[config.mk]
export PLATFORM = sky130hd
export DESIGN_NAME = pm_ecc_check
export DESIGN_NICKNAME = d
export VERILOG_FILES = /design/src/common/pm_pkg.sv /design/src/hw/pm_ecc_check.sv
export SDC_FILE = /design/constraint.sdc
export NUM_CORES = 1
export LEC_CHECK = 0
export BUFFER_PORTS_ARGS = -buffer_cell sky130_fd_sc_hd__buf_2
export CORE_AREA = 2 2 243 245
export CTS_CLUSTER_DIAMETER = 50
export CTS_CLUSTER_SIZE = 8
export DETAILED_ROUTE_END_ITERATION = 10
export DIE_AREA = 0 0 245 247
export GPL_ROUTABILITY_DRIVEN = 0
export GPL_TIMING_DRIVEN = 0
export HOLD_SLACK_MARGIN = 0.08
export PLACE_DENSITY = 0.45
export REMOVE_ABC_BUFFERS = 1
export SLEW_MARGIN = 5
export SYNTH_ARGS = -nofsm -noshare
export SYNTH_HDL_FRONTEND = slang
export SYNTH_SLANG_ARGS = --single-unit
[constraint.sdc]
create_clock -name clk -period 1.5 [get_ports clk]
set_input_delay 0.15 -clock clk [delete_from_list [all_inputs] [get_ports clk]]
set_output_delay 0.15 -clock clk [all_outputs]
set_load 0.02 [all_outputs]
[src/common/pm_pkg.sv]
/*
  Shared sizes, register map and types for the packet memory.
  Chunk code layout is {parity[7:0], data[63:0]} with even parity per byte.
  A byte length of 0 in a scheduler request means no access.
*/
package pm_pkg;

  // ----------------------------------------------------------
  // array geometry
  // ----------------------------------------------------------
  localparam int N_SECTORS      = 4;
  localparam int W_N_SECTORS    = 2;
  localparam int W_SECT_ADDR    = 4;
  localparam int W_PM_ADDR      = W_N_SECTORS + W_SECT_ADDR;
  localparam int N_CHUNKS       = 4;
  localparam int W_N_CHUNKS     = 2;
  localparam int N_HEAD_CHUNKS  = 1;
  localparam int W_CHUNK_DATA   = 64;
  localparam int W_CHUNK_DATA_B = W_CHUNK_DATA / 8;
  localparam int W_CHUNK_CODE   = W_CHUNK_DATA + W_CHUNK_DATA_B;
  localparam int W_SEG          = 32;
  localparam int W_LEN          = $clog2(W_SEG + 1);
  localparam int W_MGMT_DATA64  = 64;
  localparam int W_MGMT_ADDR    = 8;

  // ----------------------------------------------------------
  // backdoor register map
  // ----------------------------------------------------------
  localparam logic [W_MGMT_ADDR-1:0] PM_MGMT_CTRL_ADDR  = 8'h00;
  localparam logic [W_MGMT_ADDR-1:0] PM_MGMT_WRITE_ADDR = 8'h08;
  localparam logic [W_MGMT_ADDR-1:0] PM_ERR_WRITE_ADDR  = 8'h10;
  localparam logic [W_MGMT_ADDR-1:0] PM_MGMT_READ_ADDR  = 8'h18;
  localparam int PM_MGMT_CTRL_BITS = 10;
  localparam int PM_ERR_WRITE_BITS = 8;

  // bit 1 flips parity bit 0, bit 0 flips data bit 0
  typedef struct packed {
    logic flip_par;
    logic flip_data;
  } ecc_err_t;

  typedef struct packed {
    logic [W_PM_ADDR-1:0] wr_addr;
    logic [W_PM_ADDR-1:0] rd_addr;
    logic [W_LEN-1:0]     wr_len;
    logic [W_LEN-1:0]     rd_len;
    logic                 wr_sop;
    logic                 rd_sop;
  } pm_ctrl_t;

  typedef struct packed {
    logic                     rw;
    logic [W_MGMT_ADDR-1:0]   addr;
    logic [W_MGMT_DATA64-1:0] data;
    logic                     done;
  } mgmt64_t;

  typedef struct packed {
    logic                  executed;
    logic                  rw;
    logic [W_N_CHUNKS-1:0] chunk;
    logic [W_PM_ADDR-1:0]  addr;
  } pm_mgmt_ctrl_t;

  // management data word, seen raw or as the backdoor ctrl fields
  typedef union packed {
    logic [W_MGMT_DATA64-1:0] raw;
    struct packed {
      logic [W_MGMT_DATA64-PM_MGMT_CTRL_BITS-1:0] pad;
      pm_mgmt_ctrl_t                              ctrl;
    } bd;
  } pm_mgmt_word_u;

  typedef struct packed {
    logic                   v;
    logic                   mgmt_rd_v;
    logic [N_CHUNKS-1:0]    en_rd;
    logic [W_SECT_ADDR-1:0] a_rd;
    logic [N_CHUNKS-1:0]    en_wr;
    logic [W_SECT_ADDR-1:0] a_wr;
    logic [N_SECTORS-1:0]   sect_rw;
    logic [N_SECTORS-1:0]   sect_en;
    logic [W_N_CHUNKS-1:0]  rd_chunk;
  } ctrl_ripple_t;

  // byte length rounded up to whole chunks
  function automatic logic [W_N_CHUNKS:0] cal_num_chunks(input logic [W_LEN-1:0] byte_len);
    logic [W_LEN-1:0] tmp;
    tmp = byte_len + W_LEN'(W_CHUNK_DATA_B - 1);
    return tmp[$clog2(W_CHUNK_DATA_B) +: W_N_CHUNKS+1];
  endfunction

  // even parity, one bit per byte
  function automatic logic [W_CHUNK_DATA_B-1:0] byte_parity(input logic [W_CHUNK_DATA-1:0] d);
    logic [W_CHUNK_DATA_B-1:0] p;
    for (int b = 0; b < W_CHUNK_DATA_B; b++) begin
      p[b] = ^d[b*8 +: 8];
    end
    return p;
  endfunction

endpackage
[src/hw/pm_ecc_check.sv]
/*
  Parity checker, detection only with no correction. Inactive chunks read
  as zero with no error. Backdoor reads never show on o_rd_v, their chunk
  is captured one cycle later for the readback register.
*/
module pm_ecc_check
  import pm_pkg::*;
(
  input  logic                                  clk,
  input  logic                                  rst_n,
  input  logic [N_CHUNKS-1:0][W_CHUNK_CODE-1:0] i_rd_code,
  input  logic                                  i_rd_v,
  input  logic [N_CHUNKS-1:0]                   i_rd_en,
  input  logic                                  i_bkdr_rd,
  input  logic [W_N_CHUNKS-1:0]                 i_bkdr_chunk,
  output logic                                  o_rd_v,
  output logic [N_CHUNKS*W_CHUNK_DATA-1:0]      o_rd_data,
  output logic [N_CHUNKS-1:0]                   o_rd_err,
  output logic                                  o_bkdr_rd_v,
  output logic [W_CHUNK_DATA-1:0]               o_bkdr_rd_data
);

  always_comb begin
    logic [W_CHUNK_DATA-1:0]   data;
    logic [W_CHUNK_DATA_B-1:0] par;
    o_rd_v = i_rd_v & ~i_bkdr_rd;
    for (int c = 0; c < N_CHUNKS; c++) begin
      data = i_rd_code[c][W_CHUNK_DATA-1:0];
      par  = i_rd_code[c][W_CHUNK_CODE-1:W_CHUNK_DATA];
      o_rd_data[c*W_CHUNK_DATA +: W_CHUNK_DATA] = i_rd_en[c] ? data : '0;
      o_rd_err[c] = i_rd_en[c] & (par != byte_parity(data));
    end
  end

  // backdoor readback capture
  always_ff @(posedge clk or negedge rst_n) begin
    if (!rst_n) o_bkdr_rd_v <= 1'b0;
    else        o_bkdr_rd_v <= i_rd_v & i_bkdr_rd;
  end

  always_ff @(posedge clk) begin
    if (i_rd_v && i_bkdr_rd) o_bkdr_rd_data <= i_rd_code[i_bkdr_chunk][W_CHUNK_DATA-1:0];
  end

endmodule

==> out/qor_table.md <==
| Item | Value | Unit |
|---|---|---|
| Number of endpoints with negative hold slack in the final report | 0 | - |
| Share of the yosys chip area belonging to registers | 0.255 | - |
| Ratio of routed vias to standard cells | 3.68 | - |
| Mapped cell area | 0.00764 | sq mm |
| Relative slew slack | 0.479 | - |
| Starting density of the core | 0.131 | - |
| Standby leakage power | 5.82 | nW |
| Final HPWL from detailed placement | 34,000 | um |
| I/O pin count | 624 | - |
| Depth of the CTS H-tree | 3 | - |
| Kind of cell with the highest combined delay on the critical path | XOR/XNOR gates | - |
| Violations in the final reports | negative setup slack | - |
| Worst Setup Slack, final | -0.503 | ns |
| Routed wire length | 41,100 | um |
| CTS tree | yes | - |
| Clock Sink Count | 65 | - |
| Average wire length per cell after detail routing | 20.0 | um |
| Critical path type | in2out | - |
| Arrival @ worst endpoint | 1.85 | ns |
| Worst-margin pin slew | 0.782 | ns |
| FF+latch count, synth | 65 | - |
| Total iterations of the first detailed-routing run | 4 | - |
| Wire length of the first global-routing pass | 55,200 | um |
| Final period util | 1.34 | - |
| Sum of buffers and inverters on the critical path | 2 | - |
| Unrepaired setup endpoints after global routing | true | - |
| Pin count of the biggest net entering global routing | 66 | - |
| Total vias in the final route | 7,575 | - |
| Max Transition Viols Final | 0 | - |
| Max Fclk | 499 | MHz |
| Shortest period the worst path allows | 2.00 | ns |
| Clk Tree Root Cell | sky130_fd_sc_hd__clkbuf_16 | - |
| List of cells traversed by the critical path | buf_12 > xnor2_4 > xnor3_2 > xnor2_2 > nor4_4 > a41oi_2 > buf_6 | - |
| Max-capacitance violation count | 0 | - |
| Library cell contributing the largest single delay on the critical path | sky130_fd_sc_hd__xnor3_2 | - |
| Clk buf depth | 2 | - |
| Cells after Synth | 677 | - |
| Vias in the first global route | 7,463 | - |
| Pwr/cell area | 793 | mW/mm^2 |
| Antenna violations before repair | 3 | - |
| Core Region | 0.0582 | sq mm |
| Total number of placement rows | 89 | - |
| TritonCTS buffer count | 9 | - |
| Peak supply drop | 0.559 | mV |
| Aggregate global routing overflow | 0 | - |
| Pre-CTS WS | -1.09 | ns |
| Run status | finished, violations left | - |
| Worst Path Max Fanout | 2 | - |
| Area growth syn-to-layout | 66.2 | % |
| Kind of end point of the critical path | output port | - |
| Number of library cell types mapped by synthesis | 18 | - |
| Die Span Y | 247 | um |
| Category of the worst setup path launch point | primary input | - |
| Count of buffers inserted at the top-level ports | 623 | - |
| Final setup violation count | 4 | - |
| Largest incremental delay on the critical path | 0.54 | ns |
| Post-layout power | 10.1 | mW |
| Layout cell share with drive strength beyond 1 | 0.605 | - |
| Synthesis warning total | 0 | - |
| Class of the most critical hold timing path | in2reg | - |
| DRC violations left | 0 | - |
| Final nets | 1,574 | - |
| Drt first-iter violations | 236 | - |
| GRT Resource Usage Total | 0.130 | - |
| Area enclosed by the die boundary | 0.0605 | sq mm |
| Synth Area per Inst | 11.3 | sq um |
| Required time reported for the critical path endpoint | 1.35 | ns |
| Clk slew on worst S/H paths | 0.07 | ns |
| Number of routed nets with antenna violations | 0 | - |
| Die span in x | 245 | um |
==> path summary, 6_finish.rpt <==
path / from / slack [ns] / cells past startpoint / end
max in group asynchronous: rst_n / 0.81 / 3 / o_bkdr_rd_v
max: i_rd_code[118] / -0.50 / 7 / o_rd_err[1]
min: i_rd_code[26] / 0.19 / 2 / o_bkdr_rd_data[26]
min in group asynchronous: rst_n / 0.59 / 3 / o_bkdr_rd_v
==> power by group <==
part | internal (mW) | switching (mW)
registers | 2.18 | 0.0348
logic | 2.42 | 3.02
clock network | 1.45 | 0.976
==> cells in the mapped netlist <==
cell | n | area share
sky130_fd_sc_hd__nor4_1 | 4 | 0.0033
sky130_fd_sc_hd__and2_1 | 256 | 0.21
sky130_fd_sc_hd__inv_1 | 4 | 0.0020
sky130_fd_sc_hd__mux4_2 | 60 | 0.18
sky130_fd_sc_hd__buf_1 | 2 | 0.00098
sky130_fd_sc_hd__xnor3_1 | 20 | 0.059
sky130_fd_sc_hd__and2_2 | 1 | 0.00098
sky130_fd_sc_hd__dfrtp_1 | 1 | 0.0033
sky130_fd_sc_hd__mux4_1 | 4 | 0.014
sky130_fd_sc_hd__nor2b_1 | 1 | 0.00082
sky130_fd_sc_hd__clkbuf_1 | 33 | 0.016
sky130_fd_sc_hd__xnor2_1 | 176 | 0.20
sky130_fd_sc_hd__xnor3_2 | 4 | 0.012
sky130_fd_sc_hd__a41oi_1 | 4 | 0.0046
sky130_fd_sc_hd__edfxtp_1 | 64 | 0.25
sky130_fd_sc_hd__xor2_1 | 32 | 0.037
sky130_fd_sc_hd__nor2_1 | 4 | 0.0020
sky130_fd_sc_hd__buf_2 | 7 | 0.0046
==> logic make-up after synthesis <==
| group | Yosys count | synth area share |
|---|---|---|
| multiplexers | 64 | 0.191 |
| buffers and inverters | 46 | 0.0237 |
| XOR/XNOR | 232 | 0.310 |
| AND/OR/NAND/NOR | 266 | 0.217 |
| flip-flops | 65 | 0.255 |
| AO/OA/AOI/OAI | 4 | 0.00458 |
==> area by class of cell <==
class                   instances  area (sq um)
fillers                      6366         45500
multi-input cells             566          6080
repair buffers                630          3380
flip-flops and latches         65          1950
well taps                     773           967
clock buffers                  10           229
clock inverters                 6          82.6
inverters                       4          15.0
diodes                          2          5.00
==> flip-flops by register name, summed over array words and instances (netlist names) <==
| signal | flops |
|---|---|
| o_bkdr_rd_data | 64 |
| o_bkdr_rd_v | 1 |
==> layer usage <==
| metal | share of wire | global-route usage | wire (um) |
|---|---|---|---|
| met1 | 0.41 | 0.159 | 16800 |
| met2 | 0.52 | 0.233 | 21300 |
| met3 | 0.059 | 0.0237 | 2440 |
| met4 | 0.014 | 0.0328 | 591 |
| met5 | 0 | 0 | 0 |
==> timing repair <==
action / CTS / global route
hold buffers: 2 / 0
pin swaps: 33 / 8
setup buffers: 1 / 1
resized for setup: 109 / 21
hold endpoints to repair: 1 / 0
cloned: 0 / 0
endpoints found under the setup margin: 271 / 4
==> cells in the final DEF (no fill, tap or decap), drive strengths merged <==
| master | count |
|---|---|
| clkinvlp | 2 |
| bufinv | 2 |
| diode | 2 |
| xnor3 | 24 |
| inv | 4 |
| buf | 628 |
| nor4 | 4 |
| xnor2 | 176 |
| clkinv | 2 |
| dfrtp | 1 |
| xor2 | 32 |
| mux4 | 64 |
| dlygate4sd3 | 2 |
| a41oi | 4 |
| nor2 | 4 |
| clkbuf | 10 |
| and2 | 257 |
| nor2b | 1 |
| edfxtp | 64 |
==> per-stage QoR <==
step	utilization	std cells	TNS, ns	hold slack (ns)	cell area (sq um)
after floorplan	-	635	-38.88	-0.146	7480
after global placement	0.199	2031	-263.70	-0.0738	11600
after detailed placement	0.200	2034	-74.37	-0.0741	11600
after CTS	0.216	2053	-1.98	0.139	12600
after global routing	0.218	2056	-2.15	0.168	12700
final	0.218	2056	-1.82	0.186	12700
Power figures use the tool's default switching activity.
