[config.mk]
export PLATFORM = sky130hd
export DESIGN_NAME = pm_ctrl_in
export DESIGN_NICKNAME = d
export VERILOG_FILES = /design/src/common/pm_pkg.sv /design/src/hw/pm_ctrl/pm_ctrl_in.sv
export SDC_FILE = /design/constraint.sdc
export NUM_CORES = 1
export LEC_CHECK = 0
export ABC_AREA = 1
export BUFFER_PORTS_ARGS = -buffer_cell sky130_fd_sc_hd__buf_2
export CAP_MARGIN = 20
export CORE_ASPECT_RATIO = 2
export CORE_MARGIN = 4
export CORE_UTILIZATION = 47
export DETAILED_ROUTE_END_ITERATION = 8
export HOLD_SLACK_MARGIN = 0.06
export PLACE_DENSITY = 0.75
export SYNTH_ARGS = -nofsm -noshare
export SYNTH_HDL_FRONTEND = slang
export SYNTH_SLANG_ARGS = --single-unit
[constraint.sdc]
create_clock -name clk -period 1.5 [get_ports clk]
set_input_delay 0 -clock clk [delete_from_list [all_inputs] [get_ports clk]]
set_output_delay 0 -clock clk [all_outputs]
set_load 0.005 [all_outputs]
[src/common/pm_pkg.sv]
/*
  Shared sizes, register map and types for the packet memory.
  Chunk code layout is {parity[7:0], data[63:0]} with even parity per byte.
  A byte length of 0 in a scheduler request means no access.
*/
package pm_pkg;

  // ----------------------------------------------------------
  // array geometry
  // ----------------------------------------------------------
  localparam int N_SECTORS      = 4;
  localparam int W_N_SECTORS    = 2;
  localparam int W_SECT_ADDR    = 4;
  localparam int W_PM_ADDR      = W_N_SECTORS + W_SECT_ADDR;
  localparam int N_CHUNKS       = 4;
  localparam int W_N_CHUNKS     = 2;
  localparam int N_HEAD_CHUNKS  = 1;
  localparam int W_CHUNK_DATA   = 64;
  localparam int W_CHUNK_DATA_B = W_CHUNK_DATA / 8;
  localparam int W_CHUNK_CODE   = W_CHUNK_DATA + W_CHUNK_DATA_B;
  localparam int W_SEG          = 32;
  localparam int W_LEN          = $clog2(W_SEG + 1);
  localparam int W_MGMT_DATA64  = 64;
  localparam int W_MGMT_ADDR    = 8;

  // ----------------------------------------------------------
  // backdoor register map
  // ----------------------------------------------------------
  localparam logic [W_MGMT_ADDR-1:0] PM_MGMT_CTRL_ADDR  = 8'h00;
  localparam logic [W_MGMT_ADDR-1:0] PM_MGMT_WRITE_ADDR = 8'h08;
  localparam logic [W_MGMT_ADDR-1:0] PM_ERR_WRITE_ADDR  = 8'h10;
  localparam logic [W_MGMT_ADDR-1:0] PM_MGMT_READ_ADDR  = 8'h18;
  localparam int PM_MGMT_CTRL_BITS = 10;
  localparam int PM_ERR_WRITE_BITS = 8;

  // bit 1 flips parity bit 0, bit 0 flips data bit 0
  typedef struct packed {
    logic flip_par;
    logic flip_data;
  } ecc_err_t;

  typedef struct packed {
    logic [W_PM_ADDR-1:0] wr_addr;
    logic [W_PM_ADDR-1:0] rd_addr;
    logic [W_LEN-1:0]     wr_len;
    logic [W_LEN-1:0]     rd_len;
    logic                 wr_sop;
    logic                 rd_sop;
  } pm_ctrl_t;

  typedef struct packed {
    logic                     rw;
    logic [W_MGMT_ADDR-1:0]   addr;
    logic [W_MGMT_DATA64-1:0] data;
    logic                     done;
  } mgmt64_t;

  typedef struct packed {
    logic                  executed;
    logic                  rw;
    logic [W_N_CHUNKS-1:0] chunk;
    logic [W_PM_ADDR-1:0]  addr;
  } pm_mgmt_ctrl_t;

  // management data word, seen raw or as the backdoor ctrl fields
  typedef union packed {
    logic [W_MGMT_DATA64-1:0] raw;
    struct packed {
      logic [W_MGMT_DATA64-PM_MGMT_CTRL_BITS-1:0] pad;
      pm_mgmt_ctrl_t                              ctrl;
    } bd;
  } pm_mgmt_word_u;

  typedef struct packed {
    logic                   v;
    logic                   mgmt_rd_v;
    logic [N_CHUNKS-1:0]    en_rd;
    logic [W_SECT_ADDR-1:0] a_rd;
    logic [N_CHUNKS-1:0]    en_wr;
    logic [W_SECT_ADDR-1:0] a_wr;
    logic [N_SECTORS-1:0]   sect_rw;
    logic [N_SECTORS-1:0]   sect_en;
    logic [W_N_CHUNKS-1:0]  rd_chunk;
  } ctrl_ripple_t;

  // byte length rounded up to whole chunks
  function automatic logic [W_N_CHUNKS:0] cal_num_chunks(input logic [W_LEN-1:0] byte_len);
    logic [W_LEN-1:0] tmp;
    tmp = byte_len + W_LEN'(W_CHUNK_DATA_B - 1);
    return tmp[$clog2(W_CHUNK_DATA_B) +: W_N_CHUNKS+1];
  endfunction

  // even parity, one bit per byte
  function automatic logic [W_CHUNK_DATA_B-1:0] byte_parity(input logic [W_CHUNK_DATA-1:0] d);
    logic [W_CHUNK_DATA_B-1:0] p;
    for (int b = 0; b < W_CHUNK_DATA_B; b++) begin
      p[b] = ^d[b*8 +: 8];
    end
    return p;
  endfunction

endpackage
[src/hw/pm_ctrl/pm_ctrl_in.sv]
/*
  Control entry of the packet memory. Scheduler accesses always win, a
  backdoor access waits for a cycle with no same-direction scheduler access
  and no opposite access to its sector. The scheduler must not read and
  write one sector in the same cycle.
*/
module pm_ctrl_in
  import pm_pkg::*;
(
  input  logic                        clk,
  input  logic                        rst_n,
  input  pm_ctrl_t                    i_pm_ctrl,
  input  logic                        i_mgmt_v,
  input  mgmt64_t                     i_mgmt,
  input  logic                        i_bkdr_rd_v,
  input  logic [W_CHUNK_DATA-1:0]     i_bkdr_rd_data,
  output logic                        o_mgmt_v,
  output mgmt64_t                     o_mgmt,
  output logic                        o_mgmt_wr_v,
  output logic [W_CHUNK_DATA-1:0]     o_mgmt_wr,
  output logic [N_CHUNKS-1:0]         o_wr_active,
  output ecc_err_t [N_CHUNKS-1:0]     o_wr_errors,
  output ctrl_ripple_t                o_ctrl_ripple
);

  logic [W_N_SECTORS-1:0]   wr_sect, rd_sect, bkdr_sect;
  logic                     wr_req, rd_req, mgmt_rd_v;
  logic [W_PM_ADDR-1:0]     wr_addr, rd_addr;
  logic [N_CHUNKS-1:0]      bkdr_chunk_sel, rd_active;
  logic                     mgmt_wr, mgmt_rd, mgmt_mapped;
  pm_mgmt_word_u            wr_word, rd_word;
  ctrl_ripple_t             ripple_d;
  pm_mgmt_ctrl_t            ctrl_q;
  logic [W_CHUNK_DATA-1:0]  wdata_q;
  logic [PM_ERR_WRITE_BITS-1:0] err_q;
  logic [W_MGMT_DATA64-1:0] rdback_q;
  logic                     bkdr_en;

  // top chunks by length, head chunk forced on sop
  function automatic logic [N_CHUNKS-1:0] chunk_mask(input logic [W_LEN-1:0] len,
                                                     input logic sop);
    logic [W_N_CHUNKS:0] n;
    logic [N_CHUNKS-1:0] m;
    n = cal_num_chunks(len);
    m = '0;
    for (int c = 0; c < N_CHUNKS; c++) begin
      if (c < n) m[N_CHUNKS-1-c] = 1'b1;
    end
    if (sop) m[N_HEAD_CHUNKS-1:0] = '1;
    return m;
  endfunction

  // ----------------------------------------------------------
  // arbitration and chunk enables
  // ----------------------------------------------------------
  always_comb begin
    wr_req    = i_pm_ctrl.wr_len != '0;
    rd_req    = i_pm_ctrl.rd_len != '0;
    wr_sect   = i_pm_ctrl.wr_addr[W_PM_ADDR-1 -: W_N_SECTORS];
    rd_sect   = i_pm_ctrl.rd_addr[W_PM_ADDR-1 -: W_N_SECTORS];
    bkdr_sect = ctrl_q.addr[W_PM_ADDR-1 -: W_N_SECTORS];

    o_mgmt_wr_v = bkdr_en & ctrl_q.rw & ~wr_req & (~rd_req | (bkdr_sect != rd_sect));
    mgmt_rd_v   = bkdr_en & ~ctrl_q.rw & ~rd_req & (~wr_req | (bkdr_sect != wr_sect));
    o_mgmt_wr   = wdata_q;

    bkdr_chunk_sel = {{(N_CHUNKS-1){1'b0}}, 1'b1} << ctrl_q.chunk;
    o_wr_active = wr_req ? chunk_mask(i_pm_ctrl.wr_len, i_pm_ctrl.wr_sop) :
                  o_mgmt_wr_v ? bkdr_chunk_sel : '0;
    rd_active   = rd_req ? chunk_mask(i_pm_ctrl.rd_len, i_pm_ctrl.rd_sop) :
                  mgmt_rd_v ? bkdr_chunk_sel : '0;

    for (int i = 0; i < N_CHUNKS; i++) begin
      o_wr_errors[i] = err_q[i*$bits(ecc_err_t) +: $bits(ecc_err_t)];
    end
  end

  // next ripple word with its write sector flagged in sect_rw
  always_comb begin
    wr_addr = wr_req ? i_pm_ctrl.wr_addr : ctrl_q.addr;
    rd_addr = rd_req ? i_pm_ctrl.rd_addr : ctrl_q.addr;

    ripple_d           = '0;
    ripple_d.v         = 1'b1;
    ripple_d.mgmt_rd_v = mgmt_rd_v;
    ripple_d.en_wr     = o_wr_active;
    ripple_d.en_rd     = rd_active;
    ripple_d.rd_chunk  = ctrl_q.chunk;
    if (wr_req | o_mgmt_wr_v) begin
      ripple_d.a_wr = wr_addr[W_SECT_ADDR-1:0];
      ripple_d.sect_en[wr_addr[W_PM_ADDR-1 -: W_N_SECTORS]] = 1'b1;
      ripple_d.sect_rw[wr_addr[W_PM_ADDR-1 -: W_N_SECTORS]] = 1'b1;
    end
    if (rd_req | mgmt_rd_v) begin
      ripple_d.a_rd = rd_addr[W_SECT_ADDR-1:0];
      ripple_d.sect_en[rd_addr[W_PM_ADDR-1 -: W_N_SECTORS]] = 1'b1;
    end
  end

  always_ff @(posedge clk or negedge rst_n) begin
    if (!rst_n) begin
      o_ctrl_ripple <= '0;
    end else if (|ripple_d.sect_en) begin
      o_ctrl_ripple <= ripple_d;
    end else begin
      o_ctrl_ripple.v <= 1'b0;
    end
  end

  // ----------------------------------------------------------
  // backdoor registers
  // ----------------------------------------------------------
  always_comb begin
    mgmt_wr     = i_mgmt_v & i_mgmt.rw;
    mgmt_rd     = i_mgmt_v & ~i_mgmt.rw;
    mgmt_mapped = (i_mgmt.addr == PM_MGMT_CTRL_ADDR) | (i_mgmt.addr == PM_MGMT_WRITE_ADDR) |
                  (i_mgmt.addr == PM_ERR_WRITE_ADDR) | (i_mgmt.addr == PM_MGMT_READ_ADDR);
    wr_word.raw = i_mgmt.data;
    rd_word.raw = i_mgmt.data;
    if (mgmt_rd) begin
      case (i_mgmt.addr)
        PM_MGMT_CTRL_ADDR: begin
          rd_word.raw     = '0;
          rd_word.bd.ctrl = ctrl_q;
        end
        PM_MGMT_WRITE_ADDR: rd_word.raw = wdata_q;
        PM_ERR_WRITE_ADDR: begin
          rd_word.raw = '0;
          rd_word.raw[PM_ERR_WRITE_BITS-1:0] = err_q;
        end
        PM_MGMT_READ_ADDR: rd_word.raw = rdback_q;
        default: ;
      endcase
    end
  end

  always_ff @(posedge clk or negedge rst_n) begin
    if (!rst_n) begin
      ctrl_q   <= '0;
      wdata_q  <= '0;
      err_q    <= '0;
      rdback_q <= '0;
      bkdr_en  <= 1'b0;
      o_mgmt_v <= 1'b0;
      o_mgmt   <= '0;
    end else begin
      if (mgmt_wr) begin
        case (i_mgmt.addr)
          PM_MGMT_CTRL_ADDR: begin
            ctrl_q          <= wr_word.bd.ctrl;
            ctrl_q.executed <= 1'b0;
            bkdr_en         <= 1'b1;
          end
          PM_MGMT_WRITE_ADDR: wdata_q <= i_mgmt.data;
          PM_ERR_WRITE_ADDR:  err_q   <= i_mgmt.data[PM_ERR_WRITE_BITS-1:0];
          default: ;
        endcase
      end
      // launch wins over a ctrl write in the same cycle
      if (o_mgmt_wr_v | mgmt_rd_v) begin
        ctrl_q.executed <= 1'b1;
        bkdr_en         <= 1'b0;
      end
      if (i_bkdr_rd_v) rdback_q <= i_bkdr_rd_data;

      o_mgmt_v <= i_mgmt_v;
      if (i_mgmt_v) begin
        o_mgmt      <= i_mgmt;
        o_mgmt.data <= rd_word.raw;
        o_mgmt.done <= i_mgmt.done | mgmt_mapped;
      end
    end
  end

  // each direction names one sector when it has chunk enables and none otherwise
  a_sect_onehot: assert property (@(posedge clk) disable iff (!rst_n)
    o_ctrl_ripple.v |->
      ((|o_ctrl_ripple.en_wr) == $onehot(o_ctrl_ripple.sect_en & o_ctrl_ripple.sect_rw)) &&
      ((|o_ctrl_ripple.en_rd) == $onehot(o_ctrl_ripple.sect_en & ~o_ctrl_ripple.sect_rw)) &&
      $onehot0(o_ctrl_ripple.sect_en & o_ctrl_ripple.sect_rw) &&
      $onehot0(o_ctrl_ripple.sect_en & ~o_ctrl_ripple.sect_rw));

  a_sched_no_clash: assert property (@(posedge clk) disable iff (!rst_n)
    (wr_req && rd_req) |-> (wr_sect != rd_sect));

endmodule

==> flow_summary.toml <==
[floorplan]
fp.dieH_um = 231.7
die_area_um2 = 27770
die_w_um = 119.9
pin_count = 348
core_region_area_um2 = 24530
start_util_pct = 47.95
rows = 81

[layout]
drive_gt1_share_pct = 27.68
finish.utilization_pct = 72.45
seq_area_um2 = 6256
mostFrequentLayoutCell = "nand2_1"
syn2layout_area_growth_pct = 51.10
fillCellCount = 1740
final_cell_mix = "nand2_1 (377), buf_2 (341), dfrtp_1 (250), o21ai_0 (244), inv_1 (221)"
layout.nets = 2230
multi_input_area_um2 = 4482
finalInstanceArea_um2 = 17770

[critical_path]
reg2regPathDepth = 13
reg2reg_slack_ps = -330
criticalPathCategory = "register to output port"
critPathMaxFanout = 6
startpoint_type = "register"
cpPeakStageDelay_ps = 410
cp_slowest_cell = "dfrtp_1"
cp_data_arrival_time_ps = 1860
end_kind = "output port"
cp-startpoint = "bkdr_sect[1]"
crit_chain = "inv_2, nand2_2, nand2_2, nor2_1, nand2_1, nand2_2, buf_6, buf_4, o21ai_4, buf_2"
endpoint = "o_wr_active[1]"
reg2reg_to = "o_ctrl_ripple[13]"
crit_path_frequent_cell = "nand2_2"
crit_required_ps = 1500
r2r_start = "bkdr_sect[0]"

[synthesis]
synth_seq_cells = 250
synth_nets = 1652
synth_area_leaders = "dfrtp_1 (53%), nand2_1 (13%), o21ai_0 (11%), inv_1 (7.2%), o21ai_1 (3.7%)"
yosysUniqueCellTypes = 29
synth_area_um2 = 11760
syn-instance-count = 1484
yosys.area.top_type_share_pct = 53.20
ys_warn_count = 0
seq_area_frac_synth_pct = 53.20
avgSynthCellArea_um2 = 7.925
yosys.area.top_type = "dfrtp_1"

[run]
maxCapViolCount = 0

[min_path]
min_path_type = "primary input to register"

[power_and_ir_drop]
power_density_nw_per_um2 = 919.7
vdd_drop_max_uv = 1067
leakagePower_nw = 9.013

[place]
dpl.hpwl_um = 26830
place.gp.congestion = 1.015
dp_slack_ps = -209.5
io_buffer_count = 347
place_area_um2 = 14250

[global_routing]
grt_use_total_pct = 29.38
gr-total-overflow = 0
grt_antenna_before_repair = 2
grt_max_degree = 143
grt_pass1_vias = 12980
grt_pass1_wl_um = 65360

[cts]
clk_pin_slew_ps = 60
clk_latency_ps = 520
numCtsBuffers = 24
cts_root_buf = "clkbuf_16"
max-clock-path-buffers = 3
cts_tree = "done"
clock-sinks = 250
htree_levels = 1

[timing]
relSlewSlack_pct = 53.21
hold_violations = 0
finalSetupViolations = 36
maxSlewViolCount = 0
worstMarginPinSlew_ps = 701.8
min_period_ps = 1864
fin_skew_ps = 8.597
rsz0062_at_grt = "true"
fin_crit_sh_pct = 124.2
clock.fmax_mhz = 536.6
fin_ws_ps = -363.5

[detailed_routing]
drc = 0
wire_per_inst_um = 19.26
vias = 13070
via_per_inst = 5.416
dr.pass1.iters = 6
initialDrtViolationCount = 1136
wl_um = 46480
ant_nets = 0

[run_status]
status = "complete, but fails checks"
violations = "setup timing"
==> registers in the layout, summed over array words and instances, names as in the netlist <==
name / count
o_mgmt: 74
o_mgmt_wr: 64
rdback_q: 64
o_ctrl_ripple: 28
ctrl_q: 8
o_wr_errors: 8
bkdr_sect: 2
bkdr_en: 1
o_mgmt_v: 1
==> power breakdown <==
part | internal (mW) | switching [mW] | leakage [nW]
sequential | 7.22 | 0.284 | 3.11
clock | 3.66 | 2.60 | 0.386
combinational | 1.20 | 1.38 | 5.51
==> metal layers <==
| layer | vias to the layer above | GRT usage [%] | share of wire, % | wire [µm] |
|---|---|---|---|---|
| met4 | 0 | 22.73 | 9.2 | 4280 |
| met3 | 290 | 4.388 | 7.6 | 3552 |
| met2 | 903 | 52.23 | 52 | 23970 |
| met5 | - | 0 | 0 | 0 |
| li1 | 5802 | - | - | - |
| met1 | 6073 | 30.67 | 32 | 14680 |
==> cell type report <==
cell class | count | share of cell area (%)
clock buffers | 35 | 3.845
repair buffers | 633 | 27.77
inverters | 232 | 4.971
multi-input cells | 921 | 25.22
clock inverters | 6 | 0.5915
well taps | 332 | 2.338
flip-flops and latches | 250 | 35.21
diodes | 4 | 0.05633
==> timing repair <==
action | in CTS | in global routing
cloned | 1 | 19
endpoints found under the hold margin | 486 | 1
buffers inserted | 10 | 14
hold buffers | 184 | 1
gates resized for setup | 20 | 72
pin swaps | 17 | 42
endpoints found under the setup margin | 33 | 168
==> per-stage QoR <==
stage               power (mW)  std cells  hold slack, ps  setup TNS, ps
floorplan                8.453       1484          -295.6          -1155
global placement         9.497       2145          -26.05          -3438
detailed placement       9.555       2145          -12.25          -4724
CTS                      16.20       2381           46.27          -8296
global route             16.96       2411           94.11         -14950
finish                   16.34       2413           50.46         -10060
==> cells in the mapped netlist (all sizes together) <==
cell / number
buf: 18
nor2: 92
nand4: 8
clkbuf: 63
o22ai: 8
nand2: 405
xor2: 1
nor3: 13
o21ai: 341
inv: 232
dfrtp: 250
nand3: 33
o211ai: 1
a22o: 1
o2111ai: 2
a21oi: 15
or2: 1
==> how the worst min path moves through the flow <==
stage | endpoint | slack, ps | cells past startpoint | start
final | rdback_q[11] | 50 | 3 | i_bkdr_rd_v
after global routing | rdback_q[11] | 90 | 3 | i_bkdr_rd_v
after CTS | o_ctrl_ripple[2] | 50 | 8 | i_pm_ctrl[19]
after detailed placement | o_mgmt_v | -10 | 1 | rst_n
after global placement | o_mgmt[66] | -30 | 1 | rst_n
after floorplan | bkdr_en | -300 | 0 | rst_n
==> cell families (layout without fill, tap and decap cells) <==
family | count (synthesis) | in the layout | synth area share (%)
simple gates | 552 | 552 | 20.21
xor+xnor | 1 | 1 | 0.07449
other cells | 0 | 4 | 0
compound gates | 368 | 368 | 15.86
flops | 250 | 250 | 53.20
buf+inv | 313 | 906 | 10.65
==> critical path, delay by kind of cell (launching register included) <==
family	cells	cell delay, ps
buffers and inverters	4	520
and+or+nand+nor	5	260
AOI/OAI and AO/OA	1	140
DFF	1	410
Power figures use the tool's default switching activity.
