File: src/common/pm_pkg.sv
/*
  Shared sizes, register map and types for the packet memory.
  Chunk code layout is {parity[7:0], data[63:0]} with even parity per byte.
  A byte length of 0 in a scheduler request means no access.
*/
package pm_pkg;

  // ----------------------------------------------------------
  // array geometry
  // ----------------------------------------------------------
  localparam int N_SECTORS      = 4;
  localparam int W_N_SECTORS    = 2;
  localparam int W_SECT_ADDR    = 4;
  localparam int W_PM_ADDR      = W_N_SECTORS + W_SECT_ADDR;
  localparam int N_CHUNKS       = 4;
  localparam int W_N_CHUNKS     = 2;
  localparam int N_HEAD_CHUNKS  = 1;
  localparam int W_CHUNK_DATA   = 64;
  localparam int W_CHUNK_DATA_B = W_CHUNK_DATA / 8;
  localparam int W_CHUNK_CODE   = W_CHUNK_DATA + W_CHUNK_DATA_B;
  localparam int W_SEG          = 32;
  localparam int W_LEN          = $clog2(W_SEG + 1);
  localparam int W_MGMT_DATA64  = 64;
  localparam int W_MGMT_ADDR    = 8;

  // ----------------------------------------------------------
  // backdoor register map
  // ----------------------------------------------------------
  localparam logic [W_MGMT_ADDR-1:0] PM_MGMT_CTRL_ADDR  = 8'h00;
  localparam logic [W_MGMT_ADDR-1:0] PM_MGMT_WRITE_ADDR = 8'h08;
  localparam logic [W_MGMT_ADDR-1:0] PM_ERR_WRITE_ADDR  = 8'h10;
  localparam logic [W_MGMT_ADDR-1:0] PM_MGMT_READ_ADDR  = 8'h18;
  localparam int PM_MGMT_CTRL_BITS = 10;
  localparam int PM_ERR_WRITE_BITS = 8;

  // bit 1 flips parity bit 0, bit 0 flips data bit 0
  typedef struct packed {
    logic flip_par;
    logic flip_data;
  } ecc_err_t;

  typedef struct packed {
    logic [W_PM_ADDR-1:0] wr_addr;
    logic [W_PM_ADDR-1:0] rd_addr;
    logic [W_LEN-1:0]     wr_len;
    logic [W_LEN-1:0]     rd_len;
    logic                 wr_sop;
    logic                 rd_sop;
  } pm_ctrl_t;

  typedef struct packed {
    logic                     rw;
    logic [W_MGMT_ADDR-1:0]   addr;
    logic [W_MGMT_DATA64-1:0] data;
    logic                     done;
  } mgmt64_t;

  typedef struct packed {
    logic                  executed;
    logic                  rw;
    logic [W_N_CHUNKS-1:0] chunk;
    logic [W_PM_ADDR-1:0]  addr;
  } pm_mgmt_ctrl_t;

  // management data word, seen raw or as the backdoor ctrl fields
  typedef union packed {
    logic [W_MGMT_DATA64-1:0] raw;
    struct packed {
      logic [W_MGMT_DATA64-PM_MGMT_CTRL_BITS-1:0] pad;
      pm_mgmt_ctrl_t                              ctrl;
    } bd;
  } pm_mgmt_word_u;

  typedef struct packed {
    logic                   v;
    logic                   mgmt_rd_v;
    logic [N_CHUNKS-1:0]    en_rd;
    logic [W_SECT_ADDR-1:0] a_rd;
    logic [N_CHUNKS-1:0]    en_wr;
    logic [W_SECT_ADDR-1:0] a_wr;
    logic [N_SECTORS-1:0]   sect_rw;
    logic [N_SECTORS-1:0]   sect_en;
    logic [W_N_CHUNKS-1:0]  rd_chunk;
  } ctrl_ripple_t;

  // byte length rounded up to whole chunks
  function automatic logic [W_N_CHUNKS:0] cal_num_chunks(input logic [W_LEN-1:0] byte_len);
    logic [W_LEN-1:0] tmp;
    tmp = byte_len + W_LEN'(W_CHUNK_DATA_B - 1);
    return tmp[$clog2(W_CHUNK_DATA_B) +: W_N_CHUNKS+1];
  endfunction

  // even parity, one bit per byte
  function automatic logic [W_CHUNK_DATA_B-1:0] byte_parity(input logic [W_CHUNK_DATA-1:0] d);
    logic [W_CHUNK_DATA_B-1:0] p;
    for (int b = 0; b < W_CHUNK_DATA_B; b++) begin
      p[b] = ^d[b*8 +: 8];
    end
    return p;
  endfunction

endpackage
File: src/hw/pm_ecc_encode.sv
/*
  Byte parity encoder. A backdoor write replaces the data of every chunk,
  only the active chunk is stored later. Injected errors hit all writes.
*/
module pm_ecc_encode
  import pm_pkg::*;
(
  input  logic                                    clk,
  input  logic                                    rst_n,
  input  logic [N_CHUNKS*W_CHUNK_DATA-1:0]        i_wr_data,
  input  logic                                    i_mgmt_wr_v,
  input  logic [W_CHUNK_DATA-1:0]                 i_mgmt_wr,
  input  logic [N_CHUNKS-1:0]                     i_wr_active,
  input  ecc_err_t [N_CHUNKS-1:0]                 i_wr_errors,
  output logic [N_CHUNKS-1:0][W_CHUNK_CODE-1:0]   o_wr_code
);

  logic [N_CHUNKS-1:0][W_CHUNK_CODE-1:0] code_d;

  always_comb begin
    logic [W_CHUNK_DATA-1:0]   data;
    logic [W_CHUNK_DATA_B-1:0] par;
    for (int c = 0; c < N_CHUNKS; c++) begin
      data = i_mgmt_wr_v ? i_mgmt_wr : i_wr_data[c*W_CHUNK_DATA +: W_CHUNK_DATA];
      par  = byte_parity(data);
      // error injection after parity so the flip is detectable
      data[0] = data[0] ^ i_wr_errors[c].flip_data;
      par[0]  = par[0] ^ i_wr_errors[c].flip_par;
      code_d[c] = {par, data};
    end
  end

  // idle chunks keep their last code
  always_ff @(posedge clk or negedge rst_n) begin
    if (!rst_n) begin
      o_wr_code <= '0;
    end else begin
      for (int c = 0; c < N_CHUNKS; c++) begin
        if (i_wr_active[c]) o_wr_code[c] <= code_d[c];
      end
    end
  end

endmodule

File: config.mk
export PLATFORM = sky130hd
export DESIGN_NAME = pm_ecc_encode
export DESIGN_NICKNAME = d
export VERILOG_FILES = /design/src/common/pm_pkg.sv /design/src/hw/pm_ecc_encode.sv
export SDC_FILE = /design/constraint.sdc
export NUM_CORES = 1
export LEC_CHECK = 0
export BUFFER_PORTS_ARGS = -buffer_cell sky130_fd_sc_hd__buf_2
export CORE_AREA = 3 3 241 243
export CTS_BUF_LIST = sky130_fd_sc_hd__clkbuf_4 sky130_fd_sc_hd__clkbuf_8 sky130_fd_sc_hd__clkbuf_16
export CTS_CLUSTER_SIZE = 25
export DETAILED_ROUTE_END_ITERATION = 8
export DIE_AREA = 0 0 244 246
export GPL_TIMING_DRIVEN = 0
export PLACE_DENSITY = 0.55
export SYNTH_ARGS = -nofsm -noshare
export SYNTH_HDL_FRONTEND = slang
export SYNTH_SLANG_ARGS = --single-unit
File: constraint.sdc
create_clock -name clk -period 1 [get_ports clk]
set_input_delay 0.2 -clock clk [delete_from_list [all_inputs] [get_ports clk]]
set_output_delay 0.2 -clock clk [all_outputs]
set_load 0.05 [all_outputs]
==> results of run 1 <==
==> kinds of logic (layout without fill, tap and decap cells) <==
group           Yosys count  count (layout)  share of synthesized area
compound gates          284             284                     0.0845
xor+xnor                266             266                      0.142
buf+inv                 119            1210                     0.0497
flops                   288             288                      0.429
mux                     388             388                      0.232
other cells               0              10                          0
simple gates            283             283                     0.0632
==> timing repair <==
| item | CTS | global route |
|---|---|---|
| resized for setup | 452 | 606 |
| endpoints found under the setup margin | 576 | 572 |
| setup buffers | 57 | 122 |
| hold endpoints to repair | 313 | 84 |
| pin swaps | 82 | 103 |
| cloned | 20 | 14 |
==> metrics by stage <==
| step | instances | cell area, um2 |
|---|---|---|
| finish | 3485 | 30300 |
| global route | 3479 | 30300 |
| CTS | 3360 | 27400 |
| detailed placement | 2991 | 21100 |
| global placement | 2989 | 21000 |
| floorplan | 1628 | 17000 |
==> where the power goes <==
| group | internal [uW] | total [uW] | switching [uW] |
|---|---|---|---|
| clock network | 8360 | 13800 | 5470 |
| logic | 9370 | 22300 | 12900 |
| registers | 13300 | 14600 | 1350 |
==> layer usage <==
metal / part of all wire / up-vias
li1: - / 7719
met4: 0.036 / 2
met5: 0.00020 / -
met3: 0.078 / 149
met2: 0.49 / 768
met1: 0.39 / 8630
==> cell usage after synthesis <==
cell and count:
a21oi_1 282, nor2_1 282, buf_2 6, xnor2_1 244
mux2_2 6, xnor3_1 4, buf_6 25, clkbuf_2 3
buf_4 4, buf_12 8, xor2_1 18, mux2_4 2
mux2i_1 380, o21ai_0 2, nand2_1 1, clkbuf_1 69
buf_8 4, dfrtp_1 288
==> area by class of cell <==
| cell class | count | area [um2] |
|---|---|---|
| diodes | 10 | 25.0 |
| plain buffers | 112 | 1240 |
| clock buffers | 56 | 1140 |
| clock inverters | 7 | 87.6 |
| fillers | 4834 | 25800 |
| multi-input cells | 1221 | 9960 |
| flip-flops and latches | 288 | 7210 |
| well taps | 756 | 946 |
| repair buffers | 1035 | 9720 |
==> worst register-to-register path: cells and delay by family, from the launching register on <==
family	cells	cell delay, ns
mux	1	0.26
flops	1	0.39
buf+inv	1	0.14
==> path summary, 6_finish.rpt <==
path,slack [ns],cells after the start,to,startpoint
hold reg to reg,0.54,1,o_wr_code[280],o_wr_code[280]
setup / recovery,-0.36,1,o_wr_code[56],o_wr_code[56]
hold / removal,-0.33,1,o_wr_code[200],rst_n
min in group clk,0.02,3,o_wr_code[164],i_wr_data[148]
max in group asynchronous,0.17,2,o_wr_code[139],rst_n
setup reg to reg,0.09,2,o_wr_code[216],o_wr_code[216]
==> flow_summary.json, run 1 <==
{
  "post-route-util": 0.540,
  "vias": 17300,
  "die_y_um": 246,
  "synth_nets": 1963,
  "largestRegisters": "o_wr_code x288",
  "status": "finished, violations left",
  "first_global_vias": 17800,
  "port-buffer-count": 605,
  "synth-seq-area-share": 0.429,
  "avgSynthCellArea_um2": 10.3,
  "violations": "negative hold slack, negative setup slack",
  "critPathKind": "reg2out",
  "synth_largest_area_cell": "dfrtp_1",
  "arrival_ns": 1.16,
  "die_w_um": 244,
  "grt_usage": 0.274,
  "power.total_uw": 50800,
  "slew_headroom": 0.504,
  "numCtsBuffers": 37,
  "cts_root_buf": "clkbuf_16",
  "whs_ns": -0.326,
  "cp.buffers_inverters": 1,
  "synth_top_area_frac": 0.429,
  "powerDensity_nw_per_um2": 1670,
  "final-max-slew-violation-count": 0,
  "path_max_fanout": 2,
  "synth_area_um2": 16800,
  "largest_reg_flops": 288,
  "met3_usage": 0.0727,
  "hpwl_mm": 58.1,
  "dieArea_um2": 60000,
  "drive_gt1_frac": 0.409,
  "tightestPinTransition_ns": 0.743,
  "syn_inst": 1628,
  "critPathCaptureType": "output port",
  "finalSetupTns_ns": -129.38,
  "yosys-top-cells-area": "dfrtp_1 43%, mux2i_1 23%, xnor2_1 13%",
  "gp_congestion": 0.900,
  "synth_seq_cells": 288,
  "nNetsFinal": 3030,
  "clk_pin_slew_ns": 0.06,
  "peakVddDrop_mv": 1.06,
  "timing.final.crit_share": 1.36,
  "drt_iter0_drc": 1009,
  "clockBufferDepth": 3,
  "remaining_drc_errors": 0,
  "fin_crit_ns": 1.36,
  "ys_types": 18,
  "path_delay_family": "flip-flops",
  "grt_util_met2": 0.459,
  "met1_usage": 0.333,
  "crit_path_max_incr_delay_ns": 0.42,
  "htreeDepth": 2,
  "grt_first_pass_wirelength_mm": 120,
  "grt_max_degree": 112,
  "cap_violations": 0,
  "wl_mm": 88.2,
  "initial_core_util": 0.299,
  "core_um2": 56200,
  "antenna_found_initial": 8,
  "grt_busiest_layer": "met2",
  "worst_slack_ns": -0.357,
  "final_antenna_net_count": 0,
  "cp_slowest_cell": "dfrtp_1",
  "overflow": 0,
  "start_kind": "register",
  "io_pins": 623,
  "dr.pass1.iters": 6,
  "cp.required_ns": 0.80,
  "skew_ns": 0,
  "final_cell_mix": "316 x buf_2, 303 x buf_6, 287 x dfrtp_1, 286 x mux2i_1, 281 x nor2_1",
  "path_cells": "buf_6",
  "rows": 87,
  "area_growth_pct": 80.4,
  "hold_viol_final": 84,
  "cts_tree": "built",
  "layout_commonest_cell": "buf_2",
  "wl_per_cell_um": 25.3,
  "insertion_delay_ns": 0.53,
  "rsz0062_at_grt": "yes",
  "cts_sinks": 288,
  "cts-hold-fix-buffers": 231,
  "min_path_type": "in2async",
  "leakage_uw": 0.0138,
  "yosys_warnings": 0,
  "regMostFlops": "o_wr_code",
  "via_per_inst": 4.95,
  "setup_viol": 573,
  "place_ws_ns": -2.32,
  "fmax_mhz": 737
}
No activity file was read; power rests on OpenSTA's default activity.
==> run 2, diff against run 1 <==
- clock period: 1 -> 1.4 ns (I/O delays scaled with it)
==> run 2 against run 1 <==
Effect of this change:
- the flow finishes with violations (negative setup slack)
- clock skew did not move
- sequential share of layout area grew 4.6 points
- combinational power down 37%
- core utilization fell by 8.7 points
- sequential cell count unchanged
- non-clock buffer count down 283
- wire length shrank 9.3%
- sequential power decreased by 29%
- clock power shrank 25%
- critical path depth unchanged
- global-route usage is 1.9 points lower
- clock-buffer cell count is 3 lower
- largest power group unchanged
==> flow_summary.json, run 2 (synthesis gave the netlist of run 1 again) <==
{
  "cp.required_ns": 1.12,
  "arrival_ns": 1.17,
  "remaining_drc_errors": 0,
  "cts_sinks": 288,
  "gp_congestion": 0.908,
  "rsz0062_at_grt": "yes",
  "cp.buffers_inverters": 1,
  "critPathKind": "reg2out",
  "placed_area_um2": 21100,
  "final_cell_mix": "370 x mux2i_1, 319 x buf_2, 295 x buf_6, 288 x dfrtp_1",
  "seq_area_um2": 7210,
  "place_ws_ns": -1.94,
  "start_kind": "register",
  "nNetsFinal": 2747,
  "slew_headroom": 0.526,
  "tightestPinTransition_ns": 0.711,
  "regMostFlops": "o_wr_code",
  "grt_usage": 0.255,
  "vias": 15700,
  "cap_violations": 0,
  "cts_tree": "built",
  "drive_gt1_frac": 0.375,
  "rr_startpoint": "o_wr_code[280]",
  "drt_iter0_drc": 941,
  "status": "finished, violations left",
  "peakVddDrop_mv": 0.695,
  "multi_input_area_um2": 8900,
  "leakage_uw": 0.0120,
  "numCtsBuffers": 37,
  "largestRegisters": "o_wr_code x288",
  "crit_start": "o_wr_code[64]",
  "insertion_delay_ns": 0.54,
  "grt_first_pass_wirelength_mm": 112,
  "min-delay-start": "i_wr_data[110]",
  "die_w_um": 244,
  "overflow": 0,
  "wl_mm": 80.0,
  "post-route-util": 0.453,
  "path_delay_family": "flip-flops",
  "skew_ns": 0,
  "layout_commonest_cell": "mux2i_1",
  "final_antenna_net_count": 0,
  "critPathCaptureType": "output port",
  "first_global_vias": 16400,
  "regToRegSetupSlack_ns": 0.40,
  "grt_max_degree": 101,
  "via_per_inst": 4.89,
  "path_cells": "buf_6",
  "rows": 87,
  "area_growth_pct": 51.3,
  "cts_root_buf": "clkbuf_16",
  "swShare": 0.389,
  "placedCellCount": 2993,
  "clockBufferDepth": 3,
  "powerDensity_nw_per_um2": 1370,
  "combPwrFrac": 0.405,
  "initial_core_util": 0.299,
  "switchingPower_uw": 13600,
  "power_frac_clock": 0.295,
  "worst_slack_ns": -0.0536,
  "antenna_found_initial": 15,
  "violations": "negative setup slack",
  "clk_pin_slew_ns": 0.07,
  "wl_per_cell_um": 25.0,
  "crit_path_max_incr_delay_ns": 0.43,
  "fillCellCount": 5429,
  "hold_viol_final": 0,
  "path_max_fanout": 2,
  "final_cells": 3205,
  "setup_viol": 20,
  "port-buffer-count": 605,
  "dieArea_um2": 60000,
  "power_frac_seq": 0.299,
  "cp_slowest_cell": "dfrtp_1",
  "timing.final.crit_share": 1.04,
  "fmax_mhz": 688,
  "fin_crit_ns": 1.45,
  "core_um2": 56200,
  "final-max-slew-violation-count": 0,
  "die_y_um": 246,
  "final_cell_area_um2": 25400,
  "htreeDepth": 2,
  "p_int_uw": 21300,
  "min_path_type": "in2reg",
  "io_pins": 623,
  "dr.pass1.iters": 5,
  "hpwl_mm": 59.4,
  "largest_reg_flops": 288
}
[run 2: worst register-to-register path: stages, from the launching register on]
cell and delay [ns]:
dfrtp_1 0.39, buf_4 0.14, buf_4 0.12, mux2_2 0.24
[run 2: power by group through the flow]
stage                     registers (uW)  logic [uW]  clock network (uW)
after global routing               10500       14800               10900
after CTS                          10400       13700               10500
after global placement             10200       11700                   0
final                              10400       14100               10300
after floorplan                    14300        3740                   0
after detailed placement           10300       11800                   0
[run 2: metal layers]
| metal | vias to the layer above | GRT usage | routed length, um |
|---|---|---|---|
| met3 | 138 | 0.0791 | 6320 |
| met2 | 607 | 0.432 | 38700 |
| li1 | 7112 | - | - |
| met5 | - | 0 | 69 |
| met4 | 10 | 0.0872 | 2680 |
| met1 | 7806 | 0.308 | 32200 |
[run 2: path summary, 6_finish.rpt]
check,endpoint,depth (start not counted)
setup / recovery,o_wr_code[64],1
hold / removal,o_wr_code[118],3
setup reg to reg,o_wr_code[280],3
hold reg to reg,o_wr_code[144],1
max in group asynchronous,o_wr_code[98],3
min in group asynchronous,o_wr_code[267],2
[run 2: metrics by stage]
stage / power, uW / hold slack [ns] / TNS, ns
finish: 34900 / 0.0405 / -0.182
global placement: 22000 / 0.489 / -2117.27
CTS: 34600 / 0.00940 / -3.83
floorplan: 18100 / -0.0156 / -20.58
detailed placement: 22100 / 0.231 / -443.04
global route: 36300 / 0.0378 / -5.88
[run 2: what timing repair did]
action | in CTS | in global routing
pin swaps | 0 | 4
gates resized for setup | 609 | 32
setup endpoints to repair | 576 | 321
cloned | 0 | 0
hold endpoints to repair | 48 | 0
hold buffers | 1 | 0
buffers inserted | 61 | 74
[run 2: area by class of cell]
| type | count | area share |
|---|---|---|
| well taps | 756 | 0.0372 |
| clock buffers | 53 | 0.0437 |
| clock inverters | 15 | 0.00738 |
| multi-input cells | 1221 | 0.350 |
| repair buffers | 745 | 0.234 |
| flip-flops and latches | 288 | 0.283 |
| diodes | 8 | 0.000787 |
| plain buffers | 119 | 0.0436 |
==> run 3, diff against run 2 <==
- CAP_MARGIN: not set -> 25
- GPL_TIMING_DRIVEN: 0 -> not set
==> run 3 against run 2 <==
Effect of this change:
- the run still ends with negative setup slack left
- core utilization up 0.43 points
- register-to-register slack better by 0.07 ns
- sequential power about the same
- critical path type unchanged
- largest power group unchanged
==> flow_summary.json, run 3 (synthesis gave the netlist of run 1 again) <==
{
  "status": "finished, violations left",
  "violations": "negative setup slack",
  "antenna_found_initial": 9,
  "die_y_um": 246,
  "worst_slack_ns": -0.0377,
  "cp.required_ns": 1.12,
  "slew_headroom": 0.679,
  "placed_area_um2": 21900,
  "rows": 87,
  "hpwl_mm": 50.6,
  "die_w_um": 244,
  "wl_per_cell_um": 19.8,
  "numCtsBuffers": 36,
  "critPathKind": "reg2out",
  "io_pins": 623,
  "placedCellCount": 3083,
  "cp.buffers_inverters": 1,
  "swShare": 0.387,
  "whs_endpoint": "o_wr_code[123]",
  "reg2reg_depth": 4,
  "regToRegSetupSlack_ns": 0.47,
  "cp.depth": 1,
  "gp_congestion": 0.935,
  "insertion_delay_ns": 0.54,
  "area_growth_pct": 52.8,
  "rr_startpoint": "o_wr_code[203]",
  "cp_slowest_cell": "dfrtp_2",
  "regMostFlops": "o_wr_code",
  "peakVddDrop_mv": 0.970,
  "cap_violations": 0,
  "crit_path_max_incr_delay_ns": 0.45,
  "final_antenna_net_count": 0,
  "htreeDepth": 2,
  "fmax_mhz": 696,
  "drt_iter0_drc": 636,
  "rr_endpoint": "o_wr_code[203]",
  "timing.final.crit_share": 1.03,
  "p_int_uw": 20600,
  "power.total_uw": 33500,
  "first_global_vias": 15700,
  "final_cells": 3263,
  "vias": 15100,
  "remaining_drc_errors": 0,
  "path_max_fanout": 2,
  "hold_viol_final": 0,
  "whs_ns": 0.0607,
  "arrival_ns": 1.16,
  "skew_ns": 0,
  "port-buffer-count": 622,
  "final-max-slew-violation-count": 0,
  "overflow": 0,
  "layout_commonest_cell": "mux2i_1",
  "setup_viol": 10,
  "grt_max_degree": 77,
  "power_frac_seq": 0.312,
  "grt_usage": 0.205,
  "combPwrFrac": 0.410,
  "min-delay-start": "i_wr_data[115]",
  "fin_crit_ns": 1.44,
  "switchingPower_uw": 13000,
  "critPathCaptureType": "output port",
  "path_delay_family": "flip-flops",
  "final_cell_mix": "380 x mux2i_1, 328 x buf_2, 287 x dfrtp_1, 286 x buf_4, 283 x buf_6",
  "clk_pin_slew_ns": 0.06,
  "dr.pass1.iters": 5,
  "path_cells": "buf_6",
  "drive_gt1_frac": 0.401,
  "power_frac_clock": 0.278,
  "via_per_inst": 4.63,
  "tightestPinTransition_ns": 0.478,
  "cts_root_buf": "clkbuf_16",
  "grt_first_pass_wirelength_mm": 94.8,
  "largestRegisters": "o_wr_code x288",
  "wl_mm": 64.5,
  "cts_sinks": 288,
  "core_um2": 56200,
  "leakage_uw": 0.0123,
  "dieArea_um2": 60000,
  "nNetsFinal": 2810,
  "clockBufferDepth": 3,
  "powerDensity_nw_per_um2": 1310,
  "min_path_type": "in2reg",
  "cts_tree": "built",
  "start_kind": "register",
  "initial_core_util": 0.299,
  "largest_reg_flops": 288,
  "rsz0062_at_grt": "yes",
  "finalSetupTns_ns": -0.140,
  "whs_path_depth": 3,
  "final_cell_area_um2": 25700
}
-- run 3: cell count changes in the layout (fill, tap and decap cells not counted), sizes merged --
cell and change:
buf +133, bufinv -3, clkbuf -73, clkinv +2, clkinvlp +1, diode -1
inv -1
-- run 3: cell type report --
| cell class | count | area (um2) |
|---|---|---|
| Fill cell | 5322 | 30500 |
| Multi-Input combinational cell | 1221 | 8800 |
| Timing Repair Buffer | 928 | 7550 |
| Sequential cell | 288 | 7210 |
| Clock buffer | 49 | 1060 |
| Tap cell | 756 | 946 |
| Clock inverter | 14 | 103 |
| Antenna cell | 7 | 17.5 |
-- run 3: power by group through the flow --
stage / sequential [uW] / combinational (uW) / clock [uW]
finish: 10500 / 13800 / 9310
CTS: 10500 / 13500 / 9570
detailed placement: 10300 / 11700 / 0
global placement: 10300 / 11700 / 0
global route: 10600 / 14500 / 9890
floorplan: 14300 / 3740 / 0
-- run 3: routing by layer --
| metal | wire length, um | GRT usage |
|---|---|---|
| met1 | 26000 | 0.246 |
| met2 | 31900 | 0.355 |
| met3 | 4540 | 0.0566 |
| met4 | 2100 | 0.0716 |
| met5 | 41 | 0 |
-- run 3: how the worst max path moves through the flow --
stage	slack (ns)	endpoint	startpoint
3_5_place_dp	-0.36	o_wr_code[142]	i_mgmt_wr_v
3_3_place_gp	-0.32	o_wr_code[136]	i_mgmt_wr[4]
4_1_cts	-0.08	o_wr_code[64]	o_wr_code[64]
2_1_floorplan	-0.21	o_wr_code[136]	i_mgmt_wr_v
6_report	-0.04	o_wr_code[64]	o_wr_code[64]
5_1_grt	-0.07	o_wr_code[64]	o_wr_code[64]
-- run 3: repair_timing --
action / in CTS / in global routing
buffers inserted: 55 / 54
hold buffers: 1 / 0
setup endpoints to repair: 288 / 255
endpoints found under the hold margin: 288 / 0
gates resized for setup: 581 / 1
-- run 3: through the flow --
step / setup slack (ns) / util
4_1_cts: -0.0759 / 0.450
5_1_grt: -0.0740 / 0.457
3_3_place_gp: -0.319 / 0.389
6_report: -0.0377 / 0.457
3_5_place_dp: -0.365 / 0.389
2_1_floorplan: -0.209 / -
